==> config.mk <==
export PLATFORM = sky130hd
export DESIGN_NAME = fifo_bridge_top
export DESIGN_NICKNAME = d
export VERILOG_FILES = /design/src/hw/hififo_pkg.sv /design/src/hw/sync_fifo.sv /design/src/hw/pio_regs.sv /design/src/hw/fifo_app.sv /design/src/hw/fifo_bridge_top.sv
export SDC_FILE = /design/constraint.sdc
export NUM_CORES = 2
export LEC_CHECK = 0
export BUFFER_PORTS_ARGS = -buffer_cell sky130_fd_sc_hd__buf_2
export CAP_MARGIN = 10
export CELL_PAD_IN_SITES_DETAIL_PLACEMENT = 0
export CELL_PAD_IN_SITES_GLOBAL_PLACEMENT = 1
export CORE_MARGIN = 2
export CORE_UTILIZATION = 42
export CTS_CLUSTER_SIZE = 10
export DETAILED_ROUTE_END_ITERATION = 10
export PLACE_DENSITY_LB_ADDON = 0.12
export SKIP_CTS_REPAIR_TIMING = 1
export SLEW_MARGIN = 20
export SYNTH_ARGS = -nofsm -noshare
export SYNTH_HDL_FRONTEND = slang
export SYNTH_SLANG_ARGS = --single-unit
==> constraint.sdc <==
create_clock -name clock -period 9.8 [get_ports clock]
set_input_delay 0.49 -clock clock [delete_from_list [all_inputs] [get_ports clock]]
set_output_delay 0.49 -clock clock [all_outputs]
set_load 0.01 [all_outputs]
==> src/hw/hififo_pkg.sv <==
package hififo_pkg;

   // ~~~~~~~~~~~~~~~~~~~~~~~~~~~~~~~~~~~~~~~
   // Data types
   // ~~~~~~~~~~~~~~~~~~~~~~~~~~~~~~~~~~~~~~~

   // Word carried on both streams and in PIO writes.
   typedef logic [63:0] word_t;

   // One host register write, as seen on the PIO channel.
   typedef struct packed {
      logic        valid;
      logic [12:0] address;
      word_t       data;
   } pio_write_t;

   // ~~~~~~~~~~~~~~~~~~~~~~~~~~~~~~~~~~~~~~~
   // Register map
   // ~~~~~~~~~~~~~~~~~~~~~~~~~~~~~~~~~~~~~~~

   // Full data word becomes the counter start value.
   localparam logic [12:0] REG_COUNT_LOAD = 13'd14;

   // Data bit 0 selects the mode, 1 is count, 0 is loopback.
   localparam logic [12:0] REG_MODE = 13'd15;

   // ~~~~~~~~~~~~~~~~~~~~~~~~~~~~~~~~~~~~~~~
   // Sizes and reset values
   // ~~~~~~~~~~~~~~~~~~~~~~~~~~~~~~~~~~~~~~~

   // From-host FIFO depth.
   localparam int FPC_DEPTH = 16;

   // To-host FIFO depth.
   localparam int TPC_DEPTH = 8;

   // LED pattern after reset.
   localparam logic [3:0] LED_RESET = 4'h5;

endpackage

==> src/hw/sync_fifo.sv <==
`timescale 1ns/1ns

// Single-clock FIFO, first word falls through to rd_data.
// DEPTH must be a power of two, 2 or more.
module sync_fifo
  #(
   parameter int DEPTH = 2
   )
  (
   input  logic              clock,
   input  logic              reset,
   input  hififo_pkg::word_t wr_data,
   input  logic              wr_en,
   output logic              ready,
   output hififo_pkg::word_t rd_data,
   output logic              valid,
   input  logic              rd_en
   );

   import hififo_pkg::*;

   localparam int          AW         = $clog2(DEPTH);
   localparam logic [AW:0] FULL_COUNT = (AW + 1)'(DEPTH);

   word_t         mem [DEPTH];
   logic [AW-1:0] wr_ptr;
   logic [AW-1:0] rd_ptr;
   logic [AW:0]   count;
   logic          push;
   logic          pop;

   // ~~~~~~~~~~~~~~~~~~~~~~~~~~~~~~~~~~~~~~~
   // Handshake
   // ~~~~~~~~~~~~~~~~~~~~~~~~~~~~~~~~~~~~~~~

   // A write at full or a read at empty is simply not taken.
   assign push = wr_en && ready;
   assign pop  = rd_en && valid;

   assign ready = (count != FULL_COUNT);
   assign valid = (count != '0);

   // Head word, visible as soon as it is stored.
   assign rd_data = mem[rd_ptr];

   // ~~~~~~~~~~~~~~~~~~~~~~~~~~~~~~~~~~~~~~~
   // Storage
   // ~~~~~~~~~~~~~~~~~~~~~~~~~~~~~~~~~~~~~~~

   always_ff @(posedge clock)
   begin
      if (push)
         mem[wr_ptr] <= wr_data;
   end

   // Pointers wrap on their own, DEPTH being a power of two.
   always_ff @(posedge clock)
   begin
      if (reset)
      begin
         wr_ptr <= '0;
         rd_ptr <= '0;
      end
      else
      begin
         if (push)
            wr_ptr <= wr_ptr + 1'b1;
         if (pop)
            rd_ptr <= rd_ptr + 1'b1;
      end
   end

   // Occupancy. Push and pop together leave it unchanged.
   always_ff @(posedge clock)
   begin
      if (reset)
         count <= '0;
      else
      begin
         case ({push, pop})
            2'b10:   count <= count + 1'b1;
            2'b01:   count <= count - 1'b1;
            default: count <= count;
         endcase
      end
   end

endmodule

==> src/hw/pio_regs.sv <==
`timescale 1ns/1ns

// Host register decode: mode bit and counter load.
module pio_regs
  (
   input  logic                   clock,
   input  logic                   reset,
   input  hififo_pkg::pio_write_t pio,
   output logic                   count_mode,
   output logic                   count_load,
   output hififo_pkg::word_t      count_value
   );

   import hififo_pkg::*;

   logic mode_hit;
   logic load_hit;

   // ~~~~~~~~~~~~~~~~~~~~~~~~~~~~~~~~~~~~~~~
   // Address match
   // ~~~~~~~~~~~~~~~~~~~~~~~~~~~~~~~~~~~~~~~

   // Anything outside the map falls through both.
   assign mode_hit = pio.valid && (pio.address == REG_MODE);
   assign load_hit = pio.valid && (pio.address == REG_COUNT_LOAD);

   // ~~~~~~~~~~~~~~~~~~~~~~~~~~~~~~~~~~~~~~~
   // Registers
   // ~~~~~~~~~~~~~~~~~~~~~~~~~~~~~~~~~~~~~~~

   // Count mode out of reset.
   always_ff @(posedge clock)
   begin
      if (reset)
         count_mode <= 1'b1;
      else if (mode_hit)
         count_mode <= pio.data[0];
   end

   // One-cycle load strobe.
   always_ff @(posedge clock)
   begin
      if (reset)
         count_load <= 1'b0;
      else
         count_load <= load_hit;
   end

   // Start value, valid alongside the strobe.
   always_ff @(posedge clock)
   begin
      if (load_hit)
         count_value <= pio.data;
   end

endmodule

==> src/hw/fifo_app.sv <==
`timescale 1ns/1ns

// One-word producer stage between the two FIFOs.
// Loops from-host words or emits a running counter.
module fifo_app
  (
   input  logic              clock,
   input  logic              reset,
   input  logic              count_mode,
   input  logic              count_load,
   input  hififo_pkg::word_t count_value,
   input  hififo_pkg::word_t src_data,
   input  logic              src_valid,
   output logic              src_read,
   output hififo_pkg::word_t out_data,
   output logic              out_write,
   input  logic              out_ready,
   output logic [3:0]        led
   );

   import hififo_pkg::*;

   word_t counter;
   logic  load_en;

   // Register is empty, or its word is taken this cycle.
   assign load_en = !out_write || out_ready;

   // Pop only when the looped word goes into the register.
   assign src_read = !count_mode && load_en && src_valid;

   // ~~~~~~~~~~~~~~~~~~~~~~~~~~~~~~~~~~~~~~~
   // Counter
   // ~~~~~~~~~~~~~~~~~~~~~~~~~~~~~~~~~~~~~~~

   // A host load wins over the increment.
   always_ff @(posedge clock)
   begin
      if (reset)
         counter <= '0;
      else if (count_load)
         counter <= count_value;
      else if (count_mode && load_en)
         counter <= counter + 64'd1;
   end

   // ~~~~~~~~~~~~~~~~~~~~~~~~~~~~~~~~~~~~~~~
   // Output register
   // ~~~~~~~~~~~~~~~~~~~~~~~~~~~~~~~~~~~~~~~

   always_ff @(posedge clock)
   begin
      if (reset)
         out_write <= 1'b0;
      else if (load_en)
      begin
         if (count_mode)
            out_write <= 1'b1;
         else
            out_write <= src_valid;
      end
   end

   always_ff @(posedge clock)
   begin
      if (load_en)
      begin
         if (count_mode)
            out_data <= counter;
         else if (src_valid)
            out_data <= src_data;
      end
   end

   // Low nibble of the last looped word.
   always_ff @(posedge clock)
   begin
      if (reset)
         led <= LED_RESET;
      else if (src_read)
         led <= src_data[3:0];
   end

endmodule

==> src/hw/fifo_bridge_top.sv <==
`timescale 1ns/1ns

// Fabric side of the host FIFO example.
// PIO decode, from-host FIFO, application, to-host FIFO.
module fifo_bridge_top
  (
   input  logic                   clock,
   input  logic                   reset,
   input  hififo_pkg::pio_write_t pio,
   input  hififo_pkg::word_t      fpc_data,
   input  logic                   fpc_write,
   output logic                   fpc_ready,
   output hififo_pkg::word_t      tpc_data,
   output logic                   tpc_valid,
   input  logic                   tpc_read,
   output logic [3:0]             led
   );

   import hififo_pkg::*;

   // Mode and counter control.
   logic  count_mode;
   logic  count_load;
   word_t count_value;

   // From-host FIFO read side.
   word_t fpc_head;
   logic  fpc_head_valid;
   logic  fpc_pop;

   // Application output into the to-host FIFO.
   word_t app_data;
   logic  app_write;
   logic  app_ready;

   pio_regs pio_regs_i
     (.clock       (clock),
      .reset       (reset),
      .pio         (pio),
      .count_mode  (count_mode),
      .count_load  (count_load),
      .count_value (count_value));

   sync_fifo #(.DEPTH(FPC_DEPTH)) fpc_fifo_i
     (.clock   (clock),
      .reset   (reset),
      .wr_data (fpc_data),
      .wr_en   (fpc_write),
      .ready   (fpc_ready),
      .rd_data (fpc_head),
      .valid   (fpc_head_valid),
      .rd_en   (fpc_pop));

   fifo_app fifo_app_i
     (.clock       (clock),
      .reset       (reset),
      .count_mode  (count_mode),
      .count_load  (count_load),
      .count_value (count_value),
      .src_data    (fpc_head),
      .src_valid   (fpc_head_valid),
      .src_read    (fpc_pop),
      .out_data    (app_data),
      .out_write   (app_write),
      .out_ready   (app_ready),
      .led         (led));

   sync_fifo #(.DEPTH(TPC_DEPTH)) tpc_fifo_i
     (.clock   (clock),
      .reset   (reset),
      .wr_data (app_data),
      .wr_en   (app_write),
      .ready   (app_ready),
      .rd_data (tpc_data),
      .valid   (tpc_valid),
      .rd_en   (tpc_read));

endmodule

# Yosys cells after proc, flatten, opt, wreduce, memory -nomap -nowiden
# Memory sizes are Yosys's and may differ from the RTL's. A register that Yosys moved wholly into a read port is not among the register bits.
# Cells that the tools add are included.
# classes
reduce_logical	19
addsub	9
n_mux	15
eq_ne	8
# op_table
op	n
2-to-1 mux 64 bit	4
adder 64 x 1 -> 64 bit, second input constant	1
equality test 13 x 4 -> 1 bit, second input constant	2
adder 4 x 1 -> 4 bit, second input constant	3
one-hot mux 5 bit (2 select lines)	1
logical AND 1 bit	9
2-to-1 mux 4 bit	2
one-hot mux 4 bit (2 select lines)	1
nonzero test 2 bit	4
adder 3 x 1 -> 3 bit, second input constant	2
2-to-1 mux 3 bit	2
adder 5 x 1 -> 5 bit, second input constant	1
2-to-1 mux 1 bit	5
inequality test 5 bit, second input constant	1
nonzero test 5 bit	1
subtractor 5 x 1 -> 5 bit, second input constant	1
equality test 2 x 1 -> 1 bit, second input constant	2
equality test 2 bit, second input constant	2
inequality test 4 bit, second input constant	1
nonzero test 4 bit	1
subtractor 4 x 1 -> 4 bit, second input constant	1
zero test 1 bit	2
AND reduction 2 bit	1
logical OR 1 bit	1
# totals
inputBits	146
mem_count	2
elab_cells	66
ramBits	1536
regBits	222
output_inout_bits	70
# mem_list
name	depth	width	rd	rd_clocked_by_memory_dff	write_ports	line_no	source
fpc_fifo_i.mem	16	64	1	1	1	sync_fifo.sv:25	word_t mem [DEPTH];
tpc_fifo_i.mem	8	64	1	1	1	sync_fifo.sv:25	

# Logic depth before layout (Yosys ltp)
# depth
ltp_word	7
ltp_mapped	12
depth_no_buf	10

# Modules after synthesis
# From an unflattened synthesis, not the netlist that was laid out.
# hier_totals
cells_unflattened	3196
hier_area_um2	67707.4
# by_module_without_submodules
mod	seq_area_each_um2	cells_each	n_inst	area_each_um2
sync_fifo at fpc_fifo_i	31089.8	1692	1	39262.7
sync_fifo at tpc_fifo_i	15635.0	813	1	19859.0
fifo_app	3303.2	613	1	6528.8
pio_regs	1961.9	78	1	2057.0

# Worst setup path after synthesis
# Ideal clock, no wire load.
# synth_timing
path_kind	register to register
from	register fifo_app_i.out_write
to	memory tpc_fifo_i.mem[2][0] (netlist bit) (enable)
arrival_time_ns	7.964
path_buffers	3
setup_slack_ns	1.169
stages_incl_launch_ff	7
setup_time_ns	0.666
period_less_slack_ns	8.631
t_required_ns	9.134
cell_sequence	dfxtp_1 -> clkbuf_1 -> clkbuf_1 -> and2_1 -> clkbuf_1 -> inv_1 -> nor4b_1
# synth_via
elab_chain_cells	3
# synth_rtl
item	line_no	source
start: declaration	fifo_app.sv:16	output logic out_write,
start signal: assignment	fifo_app.sv:60	out_write <= src_valid;
logical AND 1 bit	sync_fifo.sv:37	assign push = wr_en && ready;
2-to-1 mux 1 bit	sync_fifo.sv:52	if (push)
2-to-1 mux 1 bit (not written as such)	sync_fifo.sv:53	mem[wr_ptr] <= wr_data;
end: declaration	sync_fifo.sv:25	
# Every way passes these cells.

==> summary.txt <==
Status
  – Outcome: completed

Logic synthesis
  – Post-Synthesis Mean Instance Area: 22.0 um2
  – Syn_nets: 3251
  – Post-synthesis cell type count: 72
  – YS warnings: 0
  – Yosys top cell area share: 73.4%
  – Cell taking the most area after synthesis: edfxtp_1
  – Prevailing post-synth register cell: edfxtp_1
  – Top-count cell post-synth: edfxtp_1
  – Number of synthesized flops with an enable pin: 1664
  – Synth async-reset ratio: 0%
  – Post-synthesis sequential area ratio: 76.3%
  – Post-Syn Instances: 3090
  – Yosys reg bits: 1765
  – Top post-synthesis cells by area: edfxtp_1 73%, mux4_2 15%, dfxtp_1 3.0%
  – Commonest cells in the netlist: 1664 x edfxtp_1, 448 x mux4_2, 130 x mux2_2
  – Post-Syn Area: 68100 um2

Floorplan
  – Die X: 407 um
  – Core area: 161000 um2
  – Ports: 216
  – Height of the die: 407 um
  – Row count: 147
  – Starting Density: 42.4%
  – Die ar.: 165000 um2

Critical path
  – CP Data Arrival Time: 3.64 ns
  – Largest stage delay on the critical path: 0.84 ns
  – CP required: 9.31 ns
  – CP cell instances: buf_4, mux4_2, mux2_2, buf_2
  – Crit Path Class: flip-flop to output pin
  – Slowest-stage cell, CP: buf_4
  – Worst setup SP type: flip-flop
  – CP Capture Type: output pin
  – Largest fanout on the critical path: 48

Global route
  – Pin count of the biggest net entering global routing: 122
  – Initial antenna violation count: 40
  – Global-route wire length before repair: 249 mm
  – Gr ovfl total: 0
  – Vias in the first global route: 33.7k
  – Gr usage total: 21.6%

Timing
  – RSZ-0062 raised after global routing: false
  – Tcrit/Tclk final: 42.1%
  – Max Slew Vio Count: 0
  – F_max: 242 MHz
  – Actual slew at the worst max-slew pin: 1.10 ns
  – Final Hold Viols: 0
  – Crit path time final: 4.13 ns
  – TNS Setup: 0 ns
  – Final Setup Violations: 0
  – Final Skew: 0.0234 ns
  – Worst setup margin: 5.67 ns
  – Slew margin rel.: 26.9%

Route
  – DR WL/cell: 30.7 um
  – DRC viols: 0
  – Vias per cell: 5.73
  – Via Count: 33.0k
  – DR pass1 iterations: 5
  – Total routed wirelength: 177 mm
  – Antenna-violating nets left: 0
  – DR iter-0 viols: 3783

Final layout
  – Layout cell share with drive strength beyond 1: 31.6%
  – Nets@finish: 3643
  – Post-layout util: 48.6%
  – Register area: 52000 um2
  – Filler cells: 13.0k
  – Synthesis-to-finish area growth: 14.8%
  – Multi-input logic area: 15300 um2

Pwr
  – Psw: 3.72 mW
  – Pint: 13.0 mW
  – LEAKAGE: 24.7 nW
  – Net Sw Frac: 22.2%
  – PD cells: 214 nW/um2
  – Worst VDD drop: 0.181 mV
  – Clk pwr share: 39.4%
  – Sequential Power Share: 52.3%
  – Combinational power share: 8.4%

Placed design
  – PortBufs: 215
  – Detailed placement HPWL: 99.8 mm
  – Pre-CTS setup slack: 5.75 ns
  – Routability Congestion: 0.756

Min path
  – Worst min-delay path class: input port to flip-flop

CTS
  – Clk pin slew, worst setup/hold paths: 0.06 ns
  – Clk sink count: 1765
  – Clk buf depth: 3
  – CTS root buffer: clkbuf_16
  – CTS Buf Count: 199
  – H-tree Lvls: 4
  – Clock Latency Late Sink: 0.82 ns
  – CTS tree: done

Flow run
  – Max_cap viols: 0
## power groups by stage
stage | sequential (mW) | combinational (mW) | clock (mW)
after floorplan | 8.79 | 0.944 | 0
after global placement | 8.88 | 1.40 | 0
after detailed placement | 8.91 | 1.42 | 0
after CTS | 8.76 | 1.43 | 6.76
after global routing | 8.78 | 1.52 | 7.04
final | 8.75 | 1.40 | 6.60
## sequential cells by signal (all words and copies together) (netlist names), named ones only
register	flops
tpc_fifo_i.mem	512
fpc_fifo_i.mem	1024
fpc_fifo_i.wr_ptr	4
fifo_app_i.out_write	1
fifo_app_i.counter	64
fifo_app_i.out_data	64
tpc_fifo_i.wr_ptr	3
fifo_app_i.led	4
pio_regs_i.count_load	1
tpc_fifo_i.rd_ptr	3
pio_regs_i.count_value	64
tpc_fifo_i.count	4
pio_regs_i.count_mode	1
fpc_fifo_i.rd_ptr	4
fpc_fifo_i.count	5
## cell type report
type | count | area share [%]
Clock inverter | 18 | 0.216
Tap cell | 2160 | 3.46
Clock buffer | 303 | 7.00
Multi-Input combinational cell | 1108 | 19.6
Antenna cell | 6 | 0.0192
Timing Repair Buffer | 355 | 2.95
Inverter | 53 | 0.254
Sequential cell | 1765 | 66.5
## metrics by stage
stage / instances / hold WS, ns / cell area [um2] / power (mW)
final: 5768 / 0.0464 / 78200 / 16.7
after floorplan: 3090 / 0.453 / 68100 / 9.73
after detailed placement: 5376 / 0.475 / 71900 / 10.3
after CTS: 5697 / -0.220 / 77500 / 16.9
after global placement: 5376 / 0.453 / 71900 / 10.3
after global routing: 5762 / 0.0202 / 78200 / 17.3
## cells by family (layout without fill, tap and decap cells)
logic type,count (synthesis),count (layout),synth area share (%)
buffers and inverters,217,729,1.45
flip-flops,1765,1765,76.3
XOR/XNOR,35,35,0.450
AND/OR/NAND/NOR,324,324,2.74
AO/OA/AOI/OAI,141,141,1.55
adder cells (fa/ha/maj),15,15,0.287
multiplexers,593,593,17.2
other,0,6,0
## layer usage
metal	routed length, um	track usage (%)	share of wire [%]	vias up
met5	138	0	0.078	-
met4	3980	5.62	2.2	22
met3	12200	4.45	6.9	294
met2	83800	33.8	47	1099
met1	77100	31.0	44	17900
li1	-	-	-	13800
## cell usage in the layout, fill, tap and decap left out, types with 9 or more instances in the layout
cell,count
a2111oi_1,11
a311oi_1,9
inv_1,52
nand4_1,23
nor2b_1,12
dlygate4sd3_1,65
nor3_1,17
nor4b_1,9
mux2_2,130
dfxtp_4,9
clkbuf_1,98
a2111oi_0,9
and3_1,14
nand2_1,43
and4_1,14
edfxtp_1,1664
a211oi_1,24
buf_4,74
dfxtp_1,92
nor2_1,78
ha_1,14
xnor2_1,15
xor2_1,20
o21ai_0,19
nor2_4,14
buf_2,214
mux2i_1,15
nand3_1,28
mux4_2,448
clkbuf_16,203
a21oi_1,30
## worst max-delay path, delay by kind of cell, from the launching register on
kind                   cells  cell delay, ns
buffers and inverters      2            0.99
flip-flops                 1            0.82
multiplexers               2            0.92
## worst paths after layout
path	depth (start not counted)	slack (ns)	startpoint	end
hold reg to reg	2	0.49	pio_regs_i.count_value[10]	fifo_app_i.counter[10]
setup reg to reg	6	5.85	fpc_fifo_i.count[1]	fpc_fifo_i.mem[7][45]
hold / removal	1	0.05	fpc_data[54]	fpc_fifo_i.mem[14][54]
setup / recovery	4	5.67	flip-flop	tpc_data[15]
No activity file was read; power rests on OpenSTA's default activity.
